## config.mk

```make
export PLATFORM = sky130hd
export DESIGN_NAME = masku_top
export DESIGN_NICKNAME = d
export VERILOG_FILES = /design/src/masku_pkg.sv /design/src/masku_ctrl_fsm.sv /design/src/masku_elem_counter.sv /design/src/masku_alu.sv /design/src/masku_popcnt_acc.sv /design/src/masku_result_queue.sv /design/src/masku_top.sv
export VERILOG_INCLUDE_DIRS = /design/src
export SDC_FILE = /design/constraint.sdc
export NUM_CORES = 1
export LEC_CHECK = 0
export ABC_AREA = 0
export ABC_CLOCK_PERIOD_IN_PS = 10050
export BUFFER_PORTS_ARGS = -buffer_cell sky130_fd_sc_hd__buf_2
export CAP_MARGIN = 20
export CORE_ASPECT_RATIO = 1.5
export CORE_MARGIN = 2
export CORE_UTILIZATION = 49
export DETAILED_ROUTE_END_ITERATION = 10
export GPL_TIMING_DRIVEN = 0
export PLACE_DENSITY_LB_ADDON = 0.12
export SETUP_SLACK_MARGIN = 0.05
export SLEW_MARGIN = 20
export SYNTH_ARGS = -nofsm -noshare
export SYNTH_HDL_FRONTEND = slang
export SYNTH_SLANG_ARGS = --single-unit
```

## constraint.sdc

```tcl
create_clock -name clk_i -period 10.05 [get_ports clk_i]
set_input_delay 0.5025 -clock clk_i [delete_from_list [all_inputs] [get_ports clk_i]]
set_output_delay 0.5025 -clock clk_i [all_outputs]
set_load 0.01 [all_outputs]
```

## src/masku_macros.svh

```systemverilog
// Mask unit constants
// Word width, byte strobes, length and id widths, result queue depth
// Shared by the package and the datapath modules

`ifndef MASKU_MACROS_SVH
`define MASKU_MACROS_SVH

// Datapath word and its byte strobes
`define MASKU_DATA_W   64
`define MASKU_STRB_W   8

// Vector length in elements
`define MASKU_VL_W     12

// Instruction id carried back with done
`define MASKU_ID_W     3

// Register file word address
`define MASKU_ADDR_W   8

// Result words buffered toward the register file
`define MASKU_RQ_DEPTH 2

`endif

```

## src/masku_pkg.sv

```systemverilog
// Mask unit package
// Vector typedefs, op and state encodings, request, operand and result structs

`include "masku_macros.svh"

package masku_pkg;

  ////////////////////////////////
  // Plain vector types
  ////////////////////////////////

  typedef logic [`MASKU_DATA_W-1:0] elen_t;
  typedef logic [`MASKU_STRB_W-1:0] strb_t;
  typedef logic [`MASKU_VL_W-1:0]   vlen_t;
  typedef logic [`MASKU_ID_W-1:0]   vid_t;
  typedef logic [`MASKU_ADDR_W-1:0] vaddr_t;
  // Set bits in one word, 0 to 64
  typedef logic [6:0]               cnt_t;

  ////////////////////////////////
  // Encodings
  ////////////////////////////////

  typedef enum logic {
    OP_MASK_LOGIC,
    OP_VCPOP
  } masku_op_e;

  typedef enum logic [1:0] {
    IDLE,
    RUN,
    DRAIN,
    DONE
  } masku_state_e;

  ////////////////////////////////
  // Structs
  ////////////////////////////////

  // Instruction from the sequencer
  typedef struct packed {
    masku_op_e op;
    vlen_t     vl;
    logic      vm;
    vaddr_t    vd;
    vid_t      id;
  } pe_req_t;

  // One operand beat
  // a is the ALU result, b the old destination, m the mask register
  typedef struct packed {
    elen_t a;
    elen_t b;
    elen_t m;
  } operand_t;

  // One register file write
  typedef struct packed {
    vaddr_t addr;
    vid_t   id;
    elen_t  wdata;
    strb_t  be;
  } result_t;

endpackage

```

## src/masku_ctrl_fsm.sv

```systemverilog
// Mask unit controller
// Accepts one instruction at a time, tracks beat processing and
// signals completion back to the sequencer

module masku_ctrl_fsm (
  input  logic                 clk_i,
  input  logic                 rst_ni,
  input  logic                 pe_req_valid_i,
  input  masku_pkg::masku_op_e req_op_i,
  input  logic                 last_beat_i,
  input  logic                 zero_len_i,
  input  logic                 beat_fire_i,
  input  logic                 queue_empty_i,
  output logic                 pe_req_ready_o,
  output logic                 accept_o,
  output masku_pkg::masku_op_e busy_op_o,
  output logic                 done_valid_o
);

  masku_pkg::masku_state_e state_d, state_q;
  masku_pkg::masku_op_e    op_q;
  logic                    ready_q;

  // Handshake with the sequencer
  assign accept_o       = pe_req_valid_i && ready_q;
  assign pe_req_ready_o = ready_q;
  assign busy_op_o      = op_q;

  // Done in DONE, or as soon as the last result word has left in DRAIN
  assign done_valid_o = (state_q == masku_pkg::DONE) ||
                        ((state_q == masku_pkg::DRAIN) && queue_empty_i);

  always_comb begin
    state_d = state_q;
    unique case (state_q)
      masku_pkg::IDLE: begin
        if (accept_o) begin
          // Empty instruction completes without beats
          state_d = zero_len_i ? masku_pkg::DONE : masku_pkg::RUN;
        end
      end
      masku_pkg::RUN: begin
        if (beat_fire_i && last_beat_i) begin
          // Scalar result needs no writeback
          state_d = (op_q == masku_pkg::OP_VCPOP) ? masku_pkg::DONE : masku_pkg::DRAIN;
        end
      end
      masku_pkg::DRAIN: begin
        if (queue_empty_i) begin
          state_d = masku_pkg::IDLE;
        end
      end
      masku_pkg::DONE: begin
        state_d = masku_pkg::IDLE;
      end
      default: state_d = masku_pkg::IDLE;
    endcase
  end

  always_ff @(posedge clk_i or negedge rst_ni) begin
    if (!rst_ni) begin
      state_q <= masku_pkg::IDLE;
      op_q    <= masku_pkg::OP_MASK_LOGIC;
      ready_q <= 1'b0;
    end else begin
      state_q <= state_d;
      // Ready follows IDLE, low for the first cycle out of reset
      ready_q <= (state_d == masku_pkg::IDLE);
      if (accept_o) begin
        op_q <= req_op_i;
      end
    end
  end

endmodule

```

## src/masku_elem_counter.sv

```systemverilog
// Element counter for the active instruction
// Tracks elements still to process and the index of the next beat

`include "masku_macros.svh"

module masku_elem_counter (
  input  logic              clk_i,
  input  logic              rst_ni,
  input  logic              load_i,
  input  masku_pkg::vlen_t  vl_i,
  input  logic              beat_fire_i,
  output masku_pkg::vlen_t  remaining_o,
  output masku_pkg::vaddr_t beat_idx_o,
  output logic              last_beat_o,
  output logic              zero_len_o
);

  // Elements covered by one beat
  localparam masku_pkg::vlen_t BeatElems = masku_pkg::vlen_t'(`MASKU_DATA_W);

  masku_pkg::vlen_t  remaining_q;
  masku_pkg::vaddr_t beat_idx_q;

  assign remaining_o = remaining_q;
  assign beat_idx_o  = beat_idx_q;
  // Final beat holds at most one word of elements
  assign last_beat_o = (remaining_q <= BeatElems);
  // Seen on the incoming request, before the load
  assign zero_len_o  = (vl_i == '0);

  always_ff @(posedge clk_i or negedge rst_ni) begin
    if (!rst_ni) begin
      remaining_q <= '0;
      beat_idx_q  <= '0;
    end else if (load_i) begin
      remaining_q <= vl_i;
      beat_idx_q  <= '0;
    end else if (beat_fire_i) begin
      // Saturate so an idle unit reads zero remaining
      remaining_q <= (remaining_q > BeatElems) ? remaining_q - BeatElems : '0;
      beat_idx_q  <= beat_idx_q + 1'b1;
    end
  end

endmodule

```

## src/masku_alu.sv

```systemverilog
// Mask ALU
// Builds the bit enable from the remaining count and the mask,
// merges the lane result into the old destination and counts
// the enabled set bits of b

`include "masku_macros.svh"

module masku_alu (
  input  masku_pkg::operand_t operand_i,
  input  masku_pkg::vlen_t    remaining_i,
  input  logic                vm_i,
  output masku_pkg::elen_t    merged_o,
  output masku_pkg::strb_t    be_o,
  output masku_pkg::cnt_t     popcnt_o
);

  localparam int unsigned ShiftW = $clog2(`MASKU_DATA_W);

  masku_pkg::elen_t len_mask;
  masku_pkg::elen_t bit_en;
  masku_pkg::elen_t to_count;

  ////////////////////////////////
  // Bit enable
  ////////////////////////////////

  always_comb begin
    // Full word when at least 64 elements are left
    if (remaining_i >= masku_pkg::vlen_t'(`MASKU_DATA_W)) begin
      len_mask = '1;
    end else begin
      len_mask = (masku_pkg::elen_t'(1) << remaining_i[ShiftW-1:0]) - masku_pkg::elen_t'(1);
    end
  end

  // Mask register only applies when vm is low
  assign bit_en = vm_i ? len_mask : (len_mask & operand_i.m);

  ////////////////////////////////
  // Merge and byte enables
  ////////////////////////////////

  // Bitwise select, a where enabled, old value elsewhere
  assign merged_o = (operand_i.a & bit_en) | (operand_i.b & ~bit_en);

  // A byte is written if it holds any element below vl
  always_comb begin
    for (int i = 0; i < `MASKU_STRB_W; i++) begin
      be_o[i] = |len_mask[8*i +: 8];
    end
  end

  ////////////////////////////////
  // Population count
  ////////////////////////////////

  assign to_count = operand_i.b & bit_en;

  always_comb begin
    popcnt_o = '0;
    for (int i = 0; i < `MASKU_DATA_W; i++) begin
      popcnt_o = popcnt_o + masku_pkg::cnt_t'(to_count[i]);
    end
  end

endmodule

```

## src/masku_popcnt_acc.sv

```systemverilog
// Popcount accumulator for vcpop
// Sums per-beat counts and presents the total as a scalar

module masku_popcnt_acc (
  input  logic              clk_i,
  input  logic              rst_ni,
  input  logic              clear_i,
  input  logic              add_i,
  input  masku_pkg::cnt_t   popcnt_i,
  input  logic              last_i,
  output masku_pkg::elen_t  scalar_o,
  output logic              scalar_valid_o
);

  // Total never exceeds vl, so an element count is wide enough
  masku_pkg::vlen_t sum_q;
  masku_pkg::vlen_t sum_d;
  masku_pkg::vlen_t total_q;
  logic             valid_q;

  // Clear and add in one cycle start a fresh sum
  assign sum_d = (clear_i ? '0 : sum_q) + masku_pkg::vlen_t'(popcnt_i);

  assign scalar_o       = masku_pkg::elen_t'(total_q);
  assign scalar_valid_o = valid_q;

  always_ff @(posedge clk_i or negedge rst_ni) begin
    if (!rst_ni) begin
      sum_q   <= '0;
      valid_q <= 1'b0;
    end else begin
      // Single-cycle pulse after the final add
      valid_q <= add_i && last_i;
      if (add_i) begin
        sum_q <= sum_d;
      end else if (clear_i) begin
        sum_q <= '0;
      end
    end
  end

  // Result register, loaded once per instruction
  always_ff @(posedge clk_i) begin
    if (add_i && last_i) begin
      total_q <= sum_d;
    end
  end

endmodule

```

## src/masku_result_queue.sv

```systemverilog
// Result queue toward the vector register file
// Small circular buffer, head presented with req until granted

`include "masku_macros.svh"

module masku_result_queue (
  input  logic               clk_i,
  input  logic               rst_ni,
  input  logic               push_i,
  input  masku_pkg::result_t push_data_i,
  input  logic               result_gnt_i,
  output logic               full_o,
  output logic               empty_o,
  output masku_pkg::result_t result_o,
  output logic               result_req_o
);

  localparam int unsigned Depth = `MASKU_RQ_DEPTH;
  localparam int unsigned PtrW  = (Depth > 1) ? $clog2(Depth) : 1;
  localparam int unsigned CntW  = $clog2(Depth + 1);

  masku_pkg::result_t    mem_q [Depth];
  logic [PtrW-1:0]       wr_ptr_q;
  logic [PtrW-1:0]       rd_ptr_q;
  logic [CntW-1:0]       cnt_q;
  logic                  pop;

  assign full_o  = (cnt_q == CntW'(Depth));
  assign empty_o = (cnt_q == '0);

  // Head goes out as soon as it lands
  assign result_req_o = !empty_o;
  assign result_o     = mem_q[rd_ptr_q];
  assign pop          = result_req_o && result_gnt_i;

  ////////////////////////////////
  // Pointers and occupancy
  ////////////////////////////////

  always_ff @(posedge clk_i or negedge rst_ni) begin
    if (!rst_ni) begin
      wr_ptr_q <= '0;
      rd_ptr_q <= '0;
      cnt_q    <= '0;
    end else begin
      if (push_i) begin
        wr_ptr_q <= (wr_ptr_q == PtrW'(Depth - 1)) ? '0 : wr_ptr_q + 1'b1;
      end
      if (pop) begin
        rd_ptr_q <= (rd_ptr_q == PtrW'(Depth - 1)) ? '0 : rd_ptr_q + 1'b1;
      end
      // Simultaneous push and pop keep the count
      if (push_i && !pop) begin
        cnt_q <= cnt_q + 1'b1;
      end else if (pop && !push_i) begin
        cnt_q <= cnt_q - 1'b1;
      end
    end
  end

  // Storage
  always_ff @(posedge clk_i) begin
    if (push_i) begin
      mem_q[wr_ptr_q] <= push_data_i;
    end
  end

endmodule

```

## src/masku_top.sv

```systemverilog
// Vector mask unit, single 64-bit datapath
// Runs mask-logical writeback and vcpop for the sequencer,
// consuming operand beats and writing merged words or a scalar count

module masku_top (
  input  logic                clk_i,
  input  logic                rst_ni,
  // Sequencer
  input  masku_pkg::pe_req_t  pe_req_i,
  input  logic                pe_req_valid_i,
  output logic                pe_req_ready_o,
  output logic                done_valid_o,
  output masku_pkg::vid_t     done_id_o,
  // Operand stream
  input  masku_pkg::operand_t operand_i,
  input  logic                operand_valid_i,
  output logic                operand_ready_o,
  // Register file writes
  output masku_pkg::result_t  result_o,
  output logic                result_req_o,
  input  logic                result_gnt_i,
  // Scalar result
  output masku_pkg::elen_t    scalar_o,
  output logic                scalar_valid_o
);

  logic                 accept;
  masku_pkg::masku_op_e busy_op;
  logic                 last_beat;
  logic                 zero_len;
  logic                 beat_fire;
  logic                 beats_left;
  masku_pkg::vlen_t     remaining;
  masku_pkg::vaddr_t    beat_idx;
  logic                 q_full;
  logic                 q_empty;
  logic                 q_push;
  masku_pkg::result_t   q_push_data;
  masku_pkg::elen_t     merged;
  masku_pkg::strb_t     be;
  masku_pkg::cnt_t      popcnt;
  logic                 acc_add;
  logic                 acc_last;
  masku_pkg::cnt_t      acc_popcnt;

  // Fields of the accepted request
  logic                 vm_q;
  masku_pkg::vaddr_t    vd_q;
  masku_pkg::vid_t      id_q;

  always_ff @(posedge clk_i) begin
    if (accept) begin
      vm_q <= pe_req_i.vm;
      vd_q <= pe_req_i.vd;
      id_q <= pe_req_i.id;
    end
  end

  assign done_id_o = id_q;

  ////////////////////////////////
  // Operand handshake
  ////////////////////////////////

  // Counter is nonzero exactly while beats are outstanding
  assign beats_left = (remaining != '0);
  // Logic ops stall on a full result queue
  assign operand_ready_o = beats_left &&
                           ((busy_op == masku_pkg::OP_VCPOP) || !q_full);
  assign beat_fire = operand_valid_i && operand_ready_o;

  ////////////////////////////////
  // Result push
  ////////////////////////////////

  assign q_push = beat_fire && (busy_op == masku_pkg::OP_MASK_LOGIC);

  always_comb begin
    q_push_data.addr  = vd_q + beat_idx;
    q_push_data.id    = id_q;
    q_push_data.wdata = merged;
    q_push_data.be    = be;
  end

  // Accumulator inputs, an empty vcpop adds a single zero at accept
  assign acc_add    = ((busy_op == masku_pkg::OP_VCPOP) && beat_fire) ||
                      (accept && zero_len && (pe_req_i.op == masku_pkg::OP_VCPOP));
  assign acc_popcnt = beat_fire ? popcnt : '0;
  assign acc_last   = beat_fire ? last_beat : 1'b1;

  ////////////////////////////////
  // Submodules
  ////////////////////////////////

  masku_ctrl_fsm u_ctrl_fsm (
    .clk_i          (clk_i),
    .rst_ni         (rst_ni),
    .pe_req_valid_i (pe_req_valid_i),
    .req_op_i       (pe_req_i.op),
    .last_beat_i    (last_beat),
    .zero_len_i     (zero_len),
    .beat_fire_i    (beat_fire),
    .queue_empty_i  (q_empty),
    .pe_req_ready_o (pe_req_ready_o),
    .accept_o       (accept),
    .busy_op_o      (busy_op),
    .done_valid_o   (done_valid_o)
  );

  masku_elem_counter u_elem_counter (
    .clk_i       (clk_i),
    .rst_ni      (rst_ni),
    .load_i      (accept),
    .vl_i        (pe_req_i.vl),
    .beat_fire_i (beat_fire),
    .remaining_o (remaining),
    .beat_idx_o  (beat_idx),
    .last_beat_o (last_beat),
    .zero_len_o  (zero_len)
  );

  masku_alu u_alu (
    .operand_i   (operand_i),
    .remaining_i (remaining),
    .vm_i        (vm_q),
    .merged_o    (merged),
    .be_o        (be),
    .popcnt_o    (popcnt)
  );

  masku_popcnt_acc u_popcnt_acc (
    .clk_i          (clk_i),
    .rst_ni         (rst_ni),
    .clear_i        (accept),
    .add_i          (acc_add),
    .popcnt_i       (acc_popcnt),
    .last_i         (acc_last),
    .scalar_o       (scalar_o),
    .scalar_valid_o (scalar_valid_o)
  );

  masku_result_queue u_result_queue (
    .clk_i        (clk_i),
    .rst_ni       (rst_ni),
    .push_i       (q_push),
    .push_data_i  (q_push_data),
    .result_gnt_i (result_gnt_i),
    .full_o       (q_full),
    .empty_o      (q_empty),
    .result_o     (result_o),
    .result_req_o (result_req_o)
  );

endmodule

```

==> impl_metrics.tcl, run 1 <==
set metrics [dict create \
    grt_pass1_vias 12100 \
    gp_congestion 1.01 \
    crit_arrival_ns 10.34 \
    ys_warn_count 0 \
    ys_seq_area_share_pct 45.9 \
    synth_edf_count 190 \
    grt_util_met1_pct 35.7 \
    use_met3_pct 4.61 \
    grt_overflow 0 \
    cts_sinks 231 \
    critPathMaxFanout 10 \
    worst-path-stages 36 \
    vias 11700 \
    core_area_um2 29500 \
    hpwl_um 39400 \
    cp.buffers_inverters 8 \
    synthTopCellsByArea "edfxtp_1 (39%), mux2_2 (9.8%), fa_1 (7.6%)" \
    async_flop_share_pct 17.7 \
    hp-class "in -> async" \
    grtUsageMet2_pct 57.8 \
    synth_fa_ha_area_share_pct 10.7 \
    layout-drive-gt1-share_pct 42.3 \
    area_delta_synth_final_pct 26.4 \
    grt_pass1_wl_um 74300 \
    die_x_um 145 \
    rsz0062_at_grt "true" \
    max_stage_delay_ns 0.62 \
    timing.final.ws_setup_ns 0.147 \
    cts_tree "built" \
    ys_types 80 \
    clk_pin_slew_ns 0.06 \
    clockBufferDepth 3 \
    grt_max_degree 50 \
    setup_viol 0 \
    mappedNetlistArea_um2 14700 \
    synth_xor_area_share_pct 1.97 \
    clk_latency_ns 0.53 \
    register_area_um2 6730 \
    synth_mux_area_share_pct 12.6 \
    finalMaxSlewViolations 0 \
    yosysTopAreaCell "edfxtp_1" \
    endpoint_kind "flop" \
    crit-reg2reg-launch "u_elem_counter.remaining_o[4]" \
    synth-compound-area-share_pct 11.0 \
    synth_cells 1260 \
    dr.pass1.iters 5 \
    cp_top_family "adder cells" \
    cts-root-buf "clkbuf_16" \
    crit_type "reg -> reg" \
    busiest_layer "met2" \
    post-place-cells 2042 \
    ant_nets 0 \
    crit_top_cell "fa_1" \
    tightest_slew_ns 1.13 \
    post-place-ws_ns -1.90 \
    postCtsHoldBufs 0 \
    finalCritPeriodShare_pct 98.5 \
    cp.required_ns 10.49 \
    postRouteWirelength_um 50400 \
    fin_skew_ns 0.00951 \
    ys_ff_latch 231 \
    route.detailed.drc 0 \
    final_nets 2011 \
    netlist.area_leader.share_pct 38.9 \
    n_fill_cell 2517 \
    cts_buffers 23 \
    drt_iter0_drc 683 \
    synth_top_family_by_area "multiplexers" \
    max_clock_freq_mhz 101 \
    initial_utilization_pct 49.7 \
    status "finished clean" \
    fin_cells 2113 \
    yosys.area_share.simple_pct 10.5 \
    startpoint "u_elem_counter.remaining_o[4]" \
    avgSynthCellArea_um2 11.6 \
    r2r_cells 36 \
    die_area_um2 31400 \
    period_minus_slack_ns 9.90 \
    slew_headroom_pct 24.3 \
    io_pins 377 \
    startpoint_type "flop" \
    port_buffers 324 \
    ys.flop_type "edfxtp_1" \
    post_drt_wl_per_cell_um 23.9 \
    antenna_found_initial 7 \
    cts.htree.levels 1 \
    vias_per_cell 5.56 \
    final_hold_viol_count 0 \
    drv_cap 0 \
    grt_use_total_pct 31.6 \
    fp-row-count 77 \
    multi_input_comb_area_um2 7500 \
    slowest_stage "fa_2" \
    die_h_um 216 \
]
state kept, by name, indices dropped and copies added, names as in the netlist:
register / cells
done_id_o: 3
u_ctrl_fsm.busy_op_o: 1
u_ctrl_fsm.pe_req_ready_o: 1
u_ctrl_fsm.state_q: 2
u_elem_counter.beat_idx_o: 8
u_elem_counter.remaining_o: 12
u_popcnt_acc.scalar_valid_o: 1
u_popcnt_acc.sum_q: 12
u_popcnt_acc.total_q: 12
u_result_queue.cnt_q: 2
u_result_queue.mem_q: 166
u_result_queue.rd_ptr_q: 1
u_result_queue.wr_ptr_q: 1
vd_q: 8
vm_q: 1
per-layer routing:
| layer | wire length (um) | part of all wire, % | vias to the layer above |
|---|---|---|---|
| li1 | - | - | 5359 |
| met3 | 2950 | 5.8 | 114 |
| met2 | 26700 | 53 | 493 |
| met1 | 18000 | 36 | 5781 |
| met5 | 16 | 0.032 | - |
| met4 | 2750 | 5.4 | 2 |
cell families after synthesis:
family / after synthesis
AO/OA/AOI/OAI: 224
XOR/XNOR: 33
adder cells (fa/ha/maj): 92
buffers and inverters: 209
flip-flops: 231
multiplexers: 160
other: 1
AND/OR/NAND/NOR: 310
through the flow:
step / instance area [um^2] / hold slack (ns) / util, % / TNS, ns
3_3_place_gp: 17000 / 0.461 / 57.6 / -184.24
5_1_grt: 18500 / 0.129 / 62.9 / -0.0261
2_1_floorplan: 14900 / 0.207 / - / 0
6_report: 18500 / 0.118 / 62.9 / 0
4_1_cts: 18300 / 0.131 / 62.1 / 0
3_5_place_dp: 17100 / 0.471 / 58.0 / -27.36
cells in the mapped netlist, drive strengths merged (22+ instances only):
library cell,n
clkbuf,46
o22ai,22
fa,56
nand2,65
a21oi,42
mux2,153
nor2,97
dfrtp,41
inv,81
edfxtp,190
and2,34
ha,36
buf,79
o21ai,37
final cells by class:
class	instances	area share [%]
diodes	6	0.0810
plain buffers	123	4.28
clock buffers	26	3.17
clock inverters	14	0.783
inverters	84	1.71
multi-input cells	871	40.5
flip-flops and latches	231	36.3
well taps	395	2.67
repair buffers	363	10.5
repair_timing:
item,in CTS,in global routing
setup buffers,16,11
hold endpoints to repair,0,0
resized for setup,77,50
gates cloned,0,0
setup endpoints to repair,22,15
pin swaps,35,34
final timing paths:
path                            slack [ns]                             to
worst max-delay path                  0.15         u_popcnt_acc.sum_q[10]
worst min-delay path                  0.12   u_elem_counter.beat_idx_o[3]
worst max register to register        0.15         u_popcnt_acc.sum_q[10]
worst min register to register        0.49    u_result_queue.mem_q[1][74]
max in group asynchronous             9.27  u_elem_counter.remaining_o[5]
min in group clk_i                    0.14                   done_id_o[2]
cell usage in the layout, fill, tap and decap left out, drive strengths merged, types with 17 or more instances in the layout:
cell      n
buf     443
edfxtp  190
mux2    153
nor2     97
inv      82
clkbuf   69
nand2    65
fa       56
conb     52
a21oi    42
dfrtp    41
o21ai    37
ha       36
and2     34
o22ai    22
a31oi    19
nor3     18
xnor2    17
Power of run 1 is left out: the tool's default activity adds up to more than one toggle a clock period on the data nets, which glitch-free logic cannot reach.
==> inputs of run 2 (changes only) <==
--- a/config.mk
+++ b/config.mk
@@ -6,13 +6,12 @@
 export SDC_FILE = /design/constraint.sdc
 export NUM_CORES = 1
 export LEC_CHECK = 0
-export ABC_AREA = 0
+export ABC_AREA = 1
 export ABC_CLOCK_PERIOD_IN_PS = 10050
 export BUFFER_PORTS_ARGS = -buffer_cell sky130_fd_sc_hd__buf_2
-export CAP_MARGIN = 20
 export CORE_ASPECT_RATIO = 1.5
 export CORE_MARGIN = 2
-export CORE_UTILIZATION = 49
+export CORE_UTILIZATION = 50
 export DETAILED_ROUTE_END_ITERATION = 10
 export GPL_TIMING_DRIVEN = 0
 export PLACE_DENSITY_LB_ADDON = 0.12
==> run 2 against run 1 <==
Against the previous run: final area up 8.9%; maximum frequency up 1.9%; core utilization up 0.93 points; final cell count up 38%; count of clock-buffer cells in the layout down 1; flip-flop and latch count unchanged; setup slack better by 0.19 ns; largest cell class unchanged.
==> impl_metrics.tcl, run 2 <==
set metrics [dict create \
    status "finished clean" \
    max_stage_delay_ns 0.59 \
    tns_ns 0 \
    hpwl_um 44600 \
    drv_cap 0 \
    clk_latency_ns 0.53 \
    final_nets 2798 \
    ant_nets 0 \
    dr.pass1.iters 7 \
    period_minus_slack_ns 9.72 \
    fp-row-count 80 \
    critPathMaxFanout 7 \
    multi_input_comb_area_um2 8390 \
    finalMaxSlewViolations 0 \
    ys.flop_type "edfxtp_1" \
    crit_type "reg -> reg" \
    antenna_found_initial 2 \
    clk_pin_slew_ns 0.06 \
    initial_utilization_pct 50.5 \
    cts_sinks 231 \
    startpoint_type "flop" \
    route.detailed.drc 0 \
    final_cell_mix "nand2_1 (645), buf_2 (334), inv_1 (207)" \
    ys_seq_area_share_pct 42.1 \
    synth_commonest_cells "nand2_1 (668), nor2_1 (238), inv_1 (211)" \
    die_h_um 223 \
    port_buffers 324 \
    final_common_cell "nand2_1" \
    final_hold_viol_count 0 \
    vias_per_cell 5.28 \
    endpoint_kind "flop" \
    cp.buffers_inverters 11 \
    gp_congestion 1.01 \
    vias 15400 \
    yosysTopAreaCell "edfxtp_1" \
    largest-register "u_result_queue.mem_q" \
    drt_iter0_drc 1023 \
    final_core_utilization_pct 63.8 \
    cts-root-buf "clkbuf_16" \
    synthTopCellsByArea "edfxtp_1 (36%), nand2_1 (16%), fa_1 (7.0%)" \
    synth_cells 2030 \
    layout-drive-gt1-share_pct 27.2 \
    avgSynthCellArea_um2 7.87 \
    area_delta_synth_final_pct 26.3 \
    register_area_um2 6730 \
    grt_overflow 0 \
    synth_edf_count 190 \
    grt_max_degree 42 \
    post_drt_wl_per_cell_um 18.9 \
    cts.htree.levels 1 \
    crit_arrival_ns 10.10 \
    n_fill_cell 2826 \
    max_clock_freq_mhz 103 \
    postRouteWirelength_um 55200 \
    cts_buffers 23 \
    slowest_stage "fa_1" \
    ys_ff_latch 231 \
    slew_headroom_pct 25.3 \
    cp_top_family "adder cells" \
    ys_warn_count 0 \
    grt_use_total_pct 32.2 \
    grt_pass1_wl_um 80900 \
    netlist.area_leader.share_pct 35.7 \
    largest_reg_flops 166 \
    hp-class "in -> async" \
    core_area_um2 31600 \
    setup_viol 0 \
    postCtsHoldBufs 0 \
    mappedNetlistArea_um2 16000 \
    io_pins 377 \
    die_area_um2 33400 \
    async_flop_share_pct 17.7 \
    clockBufferDepth 3 \
    yosysMostFrequentCell "nand2_1" \
    die_x_um 150 \
    fin_skew_ns 0.0164 \
    cp.required_ns 10.43 \
    finalCritPeriodShare_pct 96.7 \
    ys_types 43 \
    tightest_slew_ns 1.12 \
    grt_pass1_vias 14700 \
    cts_tree "built" \
]
-- run 2: path summary, 6_finish.rpt --
kind	from	to	slack (ns)	cells past startpoint
worst max-delay path	u_elem_counter.remaining_o[2]	u_popcnt_acc.sum_q[9]	0.33	41
worst min-delay path	rst_ni	u_elem_counter.beat_idx_o[5]	0.11	1
worst max register to register	u_elem_counter.remaining_o[2]	u_popcnt_acc.sum_q[9]	0.33	41
worst min register to register	done_id_o[0]	u_result_queue.mem_q[1][72]	0.49	0
max in group asynchronous	rst_ni	u_elem_counter.remaining_o[0]	9.29	1
min in group clk_i	pe_req_i[2]	done_id_o[2]	0.14	1
-- run 2: layer usage --
layer / vias up / routed length, um / track usage, %
met5: - / 0 / 0
met4: 0 / 2870 / 15.4
met3: 120 / 3360 / 3.15
met2: 668 / 29400 / 60.2
met1: 7201 / 19600 / 35.9
li1: 7390 / - / -
-- run 2: kinds of logic (layout without fill, tap and decap cells) --
| logic type | count (synthesis) | after routing | synth area share [%] |
|---|---|---|---|
| compound gates | 156 | 156 | 5.40 |
| xor+xnor | 24 | 24 | 1.32 |
| fa+ha+maj | 92 | 92 | 9.84 |
| buf+inv | 341 | 760 | 9.62 |
| flops | 231 | 231 | 42.1 |
| other cells | 1 | 56 | 0.0235 |
| simple gates | 1185 | 1185 | 31.7 |
-- run 2: timing repair --
action | in CTS | in global routing
resized for setup | 28 | 143
pin swaps | 9 | 53
setup endpoints to repair | 10 | 12
buffers inserted | 9 | 37
-- run 2: area by class of cell --
cell class,instances,area share (%)
Multi-Input combinational cell,1509,41.6
Sequential cell,231,33.4
Timing Repair Buffer,378,10.8
Inverter,221,4.15
Buffer,120,3.81
Clock buffer,25,2.89
Tap cell,410,2.54
Clock inverter,16,0.788
Antenna cell,4,0.0496
-- run 2: worst reg2reg max path, delay by kind of cell (launching register included) --
family                   cells  cell delay, ns
adder cells (fa/ha/maj)     12            5.35
AND/OR/NAND/NOR             11            1.43
AO/OA/AOI/OAI                6            1.18
buffers and inverters       11            1.09
flip-flops                   1            0.37
XOR/XNOR                     1            0.15
-- run 2: stage by stage --
stage | std cells | hold slack, ns | worst slack, ns | area, um^2
2_1_floorplan | 2081 | 0.207 | 1.25 | 16200
3_3_place_gp | 2815 | 0.450 | -0.329 | 18300
3_5_place_dp | 2823 | 0.468 | -0.415 | 18500
4_1_cts | 2873 | 0.122 | 0.0508 | 19400
5_1_grt | 2912 | 0.131 | -0.00396 | 20200
6_report | 2914 | 0.106 | 0.334 | 20200
Power of run 2 is left out for the same reason.
